`config.mk`:
```
export PLATFORM = sky130hd
export DESIGN_NAME = Core
export DESIGN_NICKNAME = d
export VERILOG_FILES = /design/src/verilog/Types.sv /design/src/verilog/StageIf.sv /design/src/verilog/Core.sv /design/src/verilog/DecodeStage.sv /design/src/verilog/Decoder_RV32I.sv /design/src/verilog/ExecuteStage.sv /design/src/verilog/FetchStage.sv /design/src/verilog/RegisterFile.sv
export SDC_FILE = /design/constraint.sdc
export NUM_CORES = 2
export LEC_CHECK = 0
export ABC_CLOCK_PERIOD_IN_PS = 5900
export BUFFER_PORTS_ARGS = -buffer_cell sky130_fd_sc_hd__buf_4
export CORE_AREA = 10 10 600 455
export DETAILED_ROUTE_END_ITERATION = 7
export DIE_AREA = 0 0 610 465
export GPL_ROUTABILITY_DRIVEN = 1
export SLEW_MARGIN = 20
export SYNTH_ARGS = -nofsm -noshare
export SYNTH_HDL_FRONTEND = slang
export SYNTH_HIERARCHICAL = 1
export SYNTH_SLANG_ARGS = --single-unit
export TNS_END_PERCENT = 10
```
`constraint.sdc`:
```
create_clock -name i_clock -period 5.9 [get_ports i_clock]
set_input_delay 0.295 -clock i_clock [delete_from_list [all_inputs] [get_ports i_clock]]
set_output_delay 0.295 -clock i_clock [all_outputs]
set_load 0.005 [all_outputs]
```
`src/verilog/Types.sv`:
```
package Types;

    localparam int XLEN        = 32;   // Data and address width
    localparam int INST_WIDTH  = 32;   // Instruction word width
    localparam int SHAMT_WIDTH = 5;    // Shift amount bits used by the ALU

    // Major opcodes, inst[6:0]
    typedef enum logic [6:0] {
        OpCode_LUI    = 7'b0110111,
        OpCode_AUIPC  = 7'b0010111,
        OpCode_JAL    = 7'b1101111,
        OpCode_JALR   = 7'b1100111,
        OpCode_Branch = 7'b1100011,
        OpCode_Load   = 7'b0000011,
        OpCode_Store  = 7'b0100011,
        OpCode_OpIMM  = 7'b0010011,
        OpCode_Op     = 7'b0110011,
        OpCode_System = 7'b1110011
    } OpCode;

    typedef enum logic [3:0] {
        AluAdd,
        AluSub,
        AluSll,
        AluSlt,
        AluSltu,
        AluXor,
        AluSrl,
        AluSra,
        AluOr,
        AluAnd
    } AluOp;

    // Branch conditions, funct3 of the branch format
    typedef enum logic [2:0] {
        Beq  = 3'b000,
        Bne  = 3'b001,
        Blt  = 3'b100,
        Bge  = 3'b101,
        Bltu = 3'b110,
        Bgeu = 3'b111
    } BranchFn;

endpackage

```
`src/verilog/StageIf.sv`:
```
`timescale 1ns/10ps

interface DecodedInst
    import Types::*;
#(
    parameter REG_WIDTH = 5);

    logic                 valid;       // Slot holds a live instruction
    OpCode                op;
    AluOp                 aluOp;
    logic                 useImm;      // Operand B comes from imm
    BranchFn              branchFn;
    logic [REG_WIDTH-1:0] rd;
    logic [REG_WIDTH-1:0] rs1;
    logic [REG_WIDTH-1:0] rs2;
    logic [XLEN-1:0]      rs1Val;      // Values read in decode
    logic [XLEN-1:0]      rs2Val;
    logic [XLEN-1:0]      imm;
    logic [XLEN-1:0]      pc;
    logic                 isHalt;      // ECALL or EBREAK
    logic                 writesRd;

    modport producer (
        output valid, op, aluOp, useImm, branchFn, rd, rs1, rs2,
               rs1Val, rs2Val, imm, pc, isHalt, writesRd);

    modport consumer (
        input  valid, op, aluOp, useImm, branchFn, rd, rs1, rs2,
               rs1Val, rs2Val, imm, pc, isHalt, writesRd);

endinterface

```
`src/verilog/Core.sv`:
```
`timescale 1ns/10ps

module Core
    import Types::*;
#(
    parameter REG_WIDTH = 5,
    parameter logic [XLEN-1:0] RESET_ADDR = '0)
 (
    input  logic                  i_clock,
    input  logic                  i_rstN,
    input  logic [INST_WIDTH-1:0] i_instData,
    output logic [XLEN-1:0]       o_instAddr,
    output logic                  o_retireValid,
    output logic [XLEN-1:0]       o_retirePc,
    output logic [REG_WIDTH-1:0]  o_retireRd,
    output logic [XLEN-1:0]       o_retireData,
    output logic                  o_halted);

    logic                  fdValid;
    logic [INST_WIDTH-1:0] fdInst;
    logic [XLEN-1:0]       fdPc;
    logic                  redirect;
    logic [XLEN-1:0]       target;
    logic                  halted;
    logic                  wbValid;
    logic [XLEN-1:0]       wbPc;
    logic [REG_WIDTH-1:0]  wbRd;
    logic [XLEN-1:0]       wbData;

    DecodedInst #(.REG_WIDTH(REG_WIDTH)) deBus ();

    FetchStage #(
        .RESET_ADDR (RESET_ADDR))
    fetch_i (
        .i_clock    (i_clock),
        .i_rstN     (i_rstN),
        .i_redirect (redirect),
        .i_target   (target),
        .i_halted   (halted),
        .i_instData (i_instData),
        .o_instAddr (o_instAddr),
        .o_fdValid  (fdValid),
        .o_fdInst   (fdInst),
        .o_fdPc     (fdPc));

    DecodeStage #(
        .REG_WIDTH (REG_WIDTH))
    decode_i (
        .i_clock   (i_clock),
        .i_rstN    (i_rstN),
        .i_fdValid (fdValid),
        .i_fdInst  (fdInst),
        .i_fdPc    (fdPc),
        .i_flush   (redirect),
        .i_halted  (halted),
        .i_wbValid (wbValid),
        .i_wbRd    (wbRd),
        .i_wbData  (wbData),
        .o_de      (deBus.producer));

    ExecuteStage #(
        .REG_WIDTH (REG_WIDTH))
    execute_i (
        .i_de       (deBus.consumer),
        .i_clock    (i_clock),
        .i_rstN     (i_rstN),
        .o_redirect (redirect),
        .o_target   (target),
        .o_halted   (halted),
        .o_wbValid  (wbValid),
        .o_wbPc     (wbPc),
        .o_wbRd     (wbRd),
        .o_wbData   (wbData));

    // Retire port is the execute output register
    assign o_retireValid = wbValid;
    assign o_retirePc    = wbPc;
    assign o_retireRd    = wbRd;
    assign o_retireData  = wbData;
    assign o_halted      = halted;

endmodule

```
`src/verilog/DecodeStage.sv`:
```
`timescale 1ns/10ps

module DecodeStage
    import Types::*;
#(
    parameter REG_WIDTH = 5)
 (
    input  logic                  i_clock,
    input  logic                  i_rstN,
    input  logic                  i_fdValid,
    input  logic [INST_WIDTH-1:0] i_fdInst,
    input  logic [XLEN-1:0]       i_fdPc,
    input  logic                  i_flush,     // Redirect from execute
    input  logic                  i_halted,
    input  logic                  i_wbValid,   // Retire register, drives the write port
    input  logic [REG_WIDTH-1:0]  i_wbRd,
    input  logic [XLEN-1:0]       i_wbData,
    DecodedInst.producer          o_de);

    OpCode                op;
    AluOp                 aluOp;
    logic [REG_WIDTH-1:0] rs1;
    logic [REG_WIDTH-1:0] rs2;
    logic [REG_WIDTH-1:0] rd;
    logic [XLEN-1:0]      imm;
    logic [XLEN-1:0]      rs1Val;
    logic [XLEN-1:0]      rs2Val;
    logic                 isAlu;
    logic                 isEcall;
    logic                 isEbreak;
    logic                 writesRd;
    logic [2:0]           funct3;
    logic                 altFn;       // funct7[5], selects SUB and SRA

    Decoder_RV32I #(
        .REG_WIDTH (REG_WIDTH))
    decoder_i (
        .i_Inst     (i_fdInst),
        .o_OP       (op),
        .o_RS1      (rs1),
        .o_RS2      (rs2),
        .o_RD       (rd),
        .o_IMM      (imm),
        .o_IsLoad   (),            // Loads retire as no-ops
        .o_IsALU    (isAlu),
        .o_IsECALL  (isEcall),
        .o_IsEBREAK (isEbreak));

    RegisterFile #(
        .REG_WIDTH (REG_WIDTH))
    regFile_i (
        .i_clock   (i_clock),
        .i_rstN    (i_rstN),
        .i_rs1     (rs1),
        .i_rs2     (rs2),
        .i_wrValid (i_wbValid),
        .i_wrRd    (i_wbRd),
        .i_wrData  (i_wbData),
        .o_rs1Val  (rs1Val),
        .o_rs2Val  (rs2Val));

    assign funct3 = i_fdInst[14:12];
    assign altFn  = i_fdInst[30];

    always_comb begin
        unique case (funct3)
            3'b000:  aluOp = (op == OpCode_Op && altFn) ? AluSub : AluAdd; // No SUBI
            3'b001:  aluOp = AluSll;
            3'b010:  aluOp = AluSlt;
            3'b011:  aluOp = AluSltu;
            3'b100:  aluOp = AluXor;
            3'b101:  aluOp = altFn ? AluSra : AluSrl;
            3'b110:  aluOp = AluOr;
            default: aluOp = AluAnd;
        endcase
        if (!isAlu)
            aluOp = AluAdd;
    end

    // Branches, loads, stores and system write nothing
    always_comb begin
        case (op)
            OpCode_LUI, OpCode_AUIPC, OpCode_JAL, OpCode_JALR: writesRd = 1'b1;
            default:                                           writesRd = isAlu;
        endcase
    end

    always_ff @(posedge i_clock) begin
        if (!i_rstN)
            o_de.valid <= 1'b0;
        else
            o_de.valid <= i_fdValid & ~i_flush & ~i_halted;
    end

    always_ff @(posedge i_clock) begin
        o_de.op       <= op;
        o_de.aluOp    <= aluOp;
        o_de.useImm   <= op == OpCode_OpIMM;
        o_de.branchFn <= BranchFn'(funct3);
        o_de.rd       <= rd;
        o_de.rs1      <= rs1;
        o_de.rs2      <= rs2;
        o_de.rs1Val   <= rs1Val;
        o_de.rs2Val   <= rs2Val;
        o_de.imm      <= imm;
        o_de.pc       <= i_fdPc;
        o_de.isHalt   <= isEcall | isEbreak;
        o_de.writesRd <= writesRd;
    end

endmodule

```
`src/verilog/Decoder_RV32I.sv`:
```
`timescale 1ns/10ps

module Decoder_RV32I
    import Types::*;
#(
    parameter REG_WIDTH = 5)
 (
    input  logic [INST_WIDTH-1:0] i_Inst,      // Instruction word
    output OpCode                 o_OP,        // Major opcode
    output logic [REG_WIDTH-1:0]  o_RS1,       // Source register 1
    output logic [REG_WIDTH-1:0]  o_RS2,       // Source register 2
    output logic [REG_WIDTH-1:0]  o_RD,        // Destination register
    output logic [XLEN-1:0]       o_IMM,       // Extended immediate
    output logic                  o_IsLoad,    // LOAD class
    output logic                  o_IsALU,     // OP or OP-IMM class
    output logic                  o_IsECALL,
    output logic                  o_IsEBREAK);

    // Immediate by format, keyed on funct3 and opcode
    always_comb begin
        unique casez ({i_Inst[14:12], i_Inst[6:0]})
            {3'b???, OpCode_LUI  },
            {3'b???, OpCode_AUIPC}:                               // U type
                o_IMM = {i_Inst[31:12], 12'b0};

            {3'b???, OpCode_JAL}:                                 // J type
                o_IMM = {{(XLEN-20){i_Inst[31]}}, i_Inst[19:12], i_Inst[20],
                         i_Inst[30:21], 1'b0};

            {3'b???, OpCode_Branch}:                              // B type
                o_IMM = {{(XLEN-12){i_Inst[31]}}, i_Inst[7], i_Inst[30:25],
                         i_Inst[11:8], 1'b0};

            {3'b001, OpCode_OpIMM},
            {3'b101, OpCode_OpIMM}:                               // Shift amount
                o_IMM = {{(XLEN-SHAMT_WIDTH){1'b0}}, i_Inst[24:20]};

            {3'b???, OpCode_Load},
            {3'b000, OpCode_OpIMM},
            {3'b010, OpCode_OpIMM},
            {3'b011, OpCode_OpIMM},
            {3'b100, OpCode_OpIMM},
            {3'b110, OpCode_OpIMM},
            {3'b111, OpCode_OpIMM},
            {3'b000, OpCode_JALR}:                                // I type
                o_IMM = {{(XLEN-12){i_Inst[31]}}, i_Inst[31:20]};

            {3'b???, OpCode_Store}:                               // S type
                o_IMM = {{(XLEN-12){i_Inst[31]}}, i_Inst[31:25], i_Inst[11:7]};

            default:
                o_IMM = '0;
        endcase
    end

    assign o_OP = OpCode'(i_Inst[6:0]);

    // Low bits of each field, narrower on the 16-register variant
    assign o_RS1 = i_Inst[REG_WIDTH+14:15];
    assign o_RS2 = i_Inst[REG_WIDTH+19:20];
    assign o_RD  = i_Inst[REG_WIDTH+6:7];

    assign o_IsLoad   = i_Inst[6:0] == OpCode_Load;
    assign o_IsALU    = (i_Inst[6:0] == OpCode_Op) | (i_Inst[6:0] == OpCode_OpIMM);

    // ECALL and EBREAK differ only in imm[0]
    assign o_IsECALL  = (i_Inst[6:0] == OpCode_System) & (i_Inst[14:12] == 3'b000) &
                        (i_Inst[31:20] == 12'h000);
    assign o_IsEBREAK = (i_Inst[6:0] == OpCode_System) & (i_Inst[14:12] == 3'b000) &
                        (i_Inst[31:20] == 12'h001);

endmodule

```
`src/verilog/ExecuteStage.sv`:
```
`timescale 1ns/10ps

module ExecuteStage
    import Types::*;
#(
    parameter REG_WIDTH = 5)
 (
    DecodedInst.consumer         i_de,
    input  logic                 i_clock,
    input  logic                 i_rstN,
    output logic                 o_redirect,   // One-cycle flush pulse
    output logic [XLEN-1:0]      o_target,
    output logic                 o_halted,
    output logic                 o_wbValid,    // Retire register
    output logic [XLEN-1:0]      o_wbPc,
    output logic [REG_WIDTH-1:0] o_wbRd,       // Zero when nothing is written
    output logic [XLEN-1:0]      o_wbData);

    logic            exValid;
    logic            fwdA;
    logic            fwdB;
    logic [XLEN-1:0] opA;
    logic [XLEN-1:0] opB;
    logic [XLEN-1:0] aluB;
    logic [XLEN-1:0] aluRes;
    logic [XLEN-1:0] result;
    logic            taken;
    logic            writes;

    assign exValid = i_de.valid & ~o_halted;   // Nothing retires after a halt

    // Bypass from the instruction that retired last cycle
    assign fwdA = o_wbValid && o_wbRd != '0 && o_wbRd == i_de.rs1;
    assign fwdB = o_wbValid && o_wbRd != '0 && o_wbRd == i_de.rs2;
    assign opA  = fwdA ? o_wbData : i_de.rs1Val;
    assign opB  = fwdB ? o_wbData : i_de.rs2Val;
    assign aluB = i_de.useImm ? i_de.imm : opB;

    always_comb begin
        case (i_de.aluOp)
            AluSub:  aluRes = opA - aluB;
            AluSll:  aluRes = opA << aluB[SHAMT_WIDTH-1:0];
            AluSlt:  aluRes = {{(XLEN-1){1'b0}}, $signed(opA) < $signed(aluB)};
            AluSltu: aluRes = {{(XLEN-1){1'b0}}, opA < aluB};
            AluXor:  aluRes = opA ^ aluB;
            AluSrl:  aluRes = opA >> aluB[SHAMT_WIDTH-1:0];
            AluSra:  aluRes = $signed(opA) >>> aluB[SHAMT_WIDTH-1:0];
            AluOr:   aluRes = opA | aluB;
            AluAnd:  aluRes = opA & aluB;
            default: aluRes = opA + aluB;
        endcase
    end

    always_comb begin
        case (i_de.op)
            OpCode_LUI:              result = i_de.imm;
            OpCode_AUIPC:            result = i_de.pc + i_de.imm;
            OpCode_JAL, OpCode_JALR: result = i_de.pc + XLEN'(4);   // Link value
            default:                 result = aluRes;
        endcase
    end

    always_comb begin
        case (i_de.branchFn)
            Beq:     taken = opA == opB;
            Bne:     taken = opA != opB;
            Blt:     taken = $signed(opA) < $signed(opB);
            Bge:     taken = $signed(opA) >= $signed(opB);
            Bltu:    taken = opA < opB;
            Bgeu:    taken = opA >= opB;
            default: taken = 1'b0;
        endcase
    end

    assign o_redirect = exValid & ((i_de.op == OpCode_Branch && taken) ||
                                   i_de.op == OpCode_JAL || i_de.op == OpCode_JALR);

    // JALR target is rs1 based with bit 0 cleared
    assign o_target = (i_de.op == OpCode_JALR) ? ((opA + i_de.imm) & ~XLEN'(1)) :
                                                 i_de.pc + i_de.imm;

    assign writes = i_de.writesRd & (i_de.rd != '0);

    always_ff @(posedge i_clock) begin
        if (!i_rstN) begin
            o_wbValid <= 1'b0;
            o_halted  <= 1'b0;
        end
        else begin
            o_wbValid <= exValid;
            if (exValid && i_de.isHalt)
                o_halted <= 1'b1;            // Held until reset
        end
    end

    always_ff @(posedge i_clock) begin
        o_wbPc   <= i_de.pc;
        o_wbRd   <= writes ? i_de.rd : '0;
        o_wbData <= writes ? result : '0;
    end

endmodule

```
`src/verilog/FetchStage.sv`:
```
`timescale 1ns/10ps

module FetchStage
    import Types::*;
#(
    parameter logic [XLEN-1:0] RESET_ADDR = '0)
 (
    input  logic                  i_clock,
    input  logic                  i_rstN,
    input  logic                  i_redirect,    // Taken branch or jump
    input  logic [XLEN-1:0]       i_target,
    input  logic                  i_halted,
    input  logic [INST_WIDTH-1:0] i_instData,    // Same-cycle memory answer
    output logic [XLEN-1:0]       o_instAddr,
    output logic                  o_fdValid,
    output logic [INST_WIDTH-1:0] o_fdInst,
    output logic [XLEN-1:0]       o_fdPc);

    logic [XLEN-1:0] pc;

    assign o_instAddr = pc;

    always_ff @(posedge i_clock) begin
        if (!i_rstN) begin
            pc        <= RESET_ADDR;
            o_fdValid <= 1'b0;
        end
        else begin
            if (i_redirect)
                pc <= i_target;
            else if (!i_halted)
                pc <= pc + XLEN'(4);
            // Word on the bus during a redirect is the wrong path
            o_fdValid <= ~i_redirect & ~i_halted;
        end
    end

    always_ff @(posedge i_clock) begin
        o_fdInst <= i_instData;
        o_fdPc   <= pc;
    end

endmodule

```
`src/verilog/RegisterFile.sv`:
```
`timescale 1ns/10ps

module RegisterFile
    import Types::*;
#(
    parameter REG_WIDTH = 5)
 (
    input  logic                 i_clock,
    input  logic                 i_rstN,
    input  logic [REG_WIDTH-1:0] i_rs1,
    input  logic [REG_WIDTH-1:0] i_rs2,
    input  logic                 i_wrValid,
    input  logic [REG_WIDTH-1:0] i_wrRd,
    input  logic [XLEN-1:0]      i_wrData,
    output logic [XLEN-1:0]      o_rs1Val,
    output logic [XLEN-1:0]      o_rs2Val);

    logic [XLEN-1:0] regs [2**REG_WIDTH];
    logic            wrEn;

    assign wrEn = i_wrValid & (i_wrRd != '0);     // x0 never written

    always_ff @(posedge i_clock) begin
        if (!i_rstN)
            regs <= '{default: '0};
        else if (wrEn)
            regs[i_wrRd] <= i_wrData;
    end

    // Write-through so decode sees the value retiring this cycle
    assign o_rs1Val = (wrEn && i_wrRd == i_rs1) ? i_wrData : regs[i_rs1];
    assign o_rs2Val = (wrEn && i_wrRd == i_rs2) ? i_wrData : regs[i_rs2];

endmodule

```
==> results list <==
- Prior to clock tree synthesis, the placed netlist has a worst setup slack of -3.977 ps.
- Largest voltage drop on the vdd net: 206.9 uV
* Number of DRC violations after detailed routing: 1
* Number of sinks driven by the clock tree: 1,353
* DP Cell Count: 11,868
- After the flow finishes, the layout carries non-filler instances totaling 12,169.
- Average cell area after synthesis: 8.984 um^2
- Row count: 163
* Setup fix buffers added after clock tree synthesis: 0
* CP max FO: 8
- Maximum level of the CTS H-tree: 4
* Max-cap violation count: 0
* Avg Vias per Cell: 6.012
- Startpoint of the worst-slack reg-to-reg timing path: execute_i/o_wbRd[1]
- Detailed-route wire length: 368,300 um
- The routed layout has 73,165 vias.
- The floorplan step set the die height to 465 um.
- Area of the placeable core: 261,500 um^2
- The flow ran to the end, but the final reports show violations.
- The first global-routing pass estimated 516,200 um of wire.
- Skew-Pair Late Insertion Delay: 870 ps
* Routed wirelength normalized by instance count: 30.27 um
* Vias in the first global route: 69,406
- Hold path start: i_instData[22]
- Nets: 8,822
- Final period utilization: 0.9740
- In the final layout, the share of cells above drive strength 1 is 0.1732.
- The smallest clock period supported by the final layout is computed as 5747 ps.
- Number of buffer cells added on primary ports: 136
* Critical path capture point type: flip-flop
* Highest clock frequency the design can meet: 174.0 MHz
* Maximum number of pins on one net before global-route repair: 283
* Class of the tightest hold or removal check: in -> reg
- In this run the critical register-to-register path is captured at execute_i/o_wbData[16].
- Compared with the post-synthesis result, the final layout area differs by 13.19%.
- The most critical setup path has its startpoint at execute_i/o_wbRd[1].
- Die X-Extent: 610 um
- Number of instances in the synthesized netlist: 8,680
* Kind of critical path: reg -> reg
- Once detailed placement completed, the half-perimeter wirelength came to 249,000 um.
- Overall power consumption after layout is estimated at 23.23 mW.
- The number of nets in the synthesized netlist is 8,910.
- Setup repair after global routing could not meet its margin everywhere.
* Number of endpoints with negative hold slack in the final report: 0
* Slew headroom: 0.1592
- The Yosys step of the flow raised 6 warnings.
- In the global route stage, overall resource usage came out at 0.2453.
- TritonCTS built the clock tree.
* # IOs: 137
- Starting DRC count in detailed routing: 10,424
* Total power per unit cell area: 263.1 nW/um^2
* Setup Total Neg Slack: 0 ps
* Root buffer selected by CTS: sky130_fd_sc_hd__clkbuf_16
* Antenna violations before repair: 28
* Failing checks: design-rule violations
* Post-route antenna net violation count: 0
* Required time of the worst setup path: 6610 ps
- The analysis attributes to cell leakage a power of 30.71 nW.
* Final setup fails: 0
- The synthesized netlist occupies a cell area of 77,980 um^2.
* Post-route worst setup slack: 153.3 ps
- Number of CTS-inserted buffers: 153
- The tightest hold path in the finished design has a slack of 144.6 ps.
* Initial Util: 0.2983
- Clock slew at reported path FFs: 80 ps
* Max Clock Skew: 91.08 ps
* First-pass iteration count of the detailed router: 8
* Register-to-register setup slack: 150 ps
* CP endpoint: execute_i/o_wbData[16]
- Worst Reg-to-Reg Cells: 23
- The floorplan step defined a die boundary enclosing 283,700 um^2.
* Finished layout cell area: 88,270 um^2
- Data arrival time at the worst-slack endpoint: 6460 ps
- For the pin with the worst max-slew slack, the measured transition is 1258 ps.
- Clock Path Buffers: 4
* Placer congestion estimate: 1.051
- At the end of the flow the core is filled with cells to 0.3376.
- Final Slew Violations: 0
- DP Area: 82,990 um^2
- WHS Path Cells: 2
* Total congestion overflow after global routing: 0
* Kind of start point of the critical path: flip-flop
-- registers in the layout (all words and copies together), names as in the netlist, 7 cells and up --
name	flops
decode_i/o_de.pc	32
decode_i/o_de.rs1Val	32
execute_i/o_wbData	32
execute_i/o_wbPc	32
fetch_i/o_fdPc	32
decode_i/o_de.rs2Val	32
fetch_i/o_fdInst	32
fetch_i/o_instAddr	32
decode_i/o_de.imm	32
decode_i/o_de.op	7
decode_i/regFile_i/regs	1024
-- report_power, final --
group / switching, mW / leakage, nW / internal [mW] / total [mW]
sequential: 0.193 / 11.0 / 9.24 / 9.43
clock: 4.12 / 2.37 / 5.51 / 9.63
combinational: 2.74 / 17.4 / 1.43 / 4.17
-- worst max-delay path: stages (launching register included) --
cell and delay, ps:
sky130_fd_sc_hd__dfxtp_1 310, sky130_fd_sc_hd__or4_4 560, sky130_fd_sc_hd__o211ai_1 370, sky130_fd_sc_hd__nor2_1 120
sky130_fd_sc_hd__buf_4 190, sky130_fd_sc_hd__nand2_1 70, sky130_fd_sc_hd__nand2_1 140, sky130_fd_sc_hd__inv_1 110
sky130_fd_sc_hd__ha_1 180, sky130_fd_sc_hd__inv_1 70, sky130_fd_sc_hd__fa_1 470, sky130_fd_sc_hd__nor2b_1 170
sky130_fd_sc_hd__o31a_1 290, sky130_fd_sc_hd__o221a_2 280, sky130_fd_sc_hd__o311ai_2 230, sky130_fd_sc_hd__buf_4 190
sky130_fd_sc_hd__o21ai_1 120, sky130_fd_sc_hd__a211oi_1 340, sky130_fd_sc_hd__buf_4 200, sky130_fd_sc_hd__o221ai_1 100
sky130_fd_sc_hd__o21ai_0 630, sky130_fd_sc_hd__buf_4 220, sky130_fd_sc_hd__o2111ai_1 90, sky130_fd_sc_hd__and3_1 200
-- worst min path at each step --
stage | to | slack [ps]
2_1_floorplan | decode_i/o_de.pc[0] | 310
3_3_place_gp | decode_i/o_de.pc[23] | 310
3_5_place_dp | decode_i/o_de.pc[1] | 310
4_1_cts | fetch_i/o_fdInst[24] | 100
5_1_grt | fetch_i/o_fdInst[2] | 120
6_report | fetch_i/o_fdInst[22] | 140
-- cell type report --
| class | instances | area (um^2) |
|---|---|---|
| clock inverters | 46 | 565.5 |
| flip-flops and latches | 1353 | 27140 |
| well taps | 3465 | 4335 |
| diodes | 11 | 27.53 |
| repair buffers | 530 | 4318 |
| fillers | 26557 | 173200 |
| inverters | 122 | 462.9 |
| multi-input cells | 6432 | 47140 |
| clock buffers | 210 | 4277 |
-- placed cells by master (no fill, tap or decap), drive strengths merged, types with 23 or more instances in the layout --
master / instances
nand2: 2315
dfxtp: 1353
a21boi: 997
mux4: 511
buf: 497
o22ai: 274
nor2: 274
a21oi: 243
o21ai: 217
clkbuf: 210
mux2i: 193
ha: 192
inv: 124
xnor2: 91
nor4: 91
mux2: 90
nand3: 71
nor3: 64
and2: 57
xor2: 50
a21o: 48
a211oi: 42
a31oi: 38
o211ai: 37
nand4: 36
nor2b: 34
nand2b: 33
dlygate4sd3: 33
a221oi: 31
clkinv: 30
and3: 29
o21a: 23
-- timing repair --
item                                   4_1_cts  5_1_grt
hold buffers                                33        0
resized for setup                            1        8
endpoints found under the hold margin       40        0
setup endpoints to repair                    1       26
-- layer usage --
layer	vias to the layer above	GRT usage	part of all wire
li1	30814	-	-
met1	36225	0.3295	0.40
met2	5099	0.3405	0.40
met3	995	0.1065	0.15
met4	32	0.1030	0.048
met5	-	0	0.00080
Power figures use the tool's default switching activity.
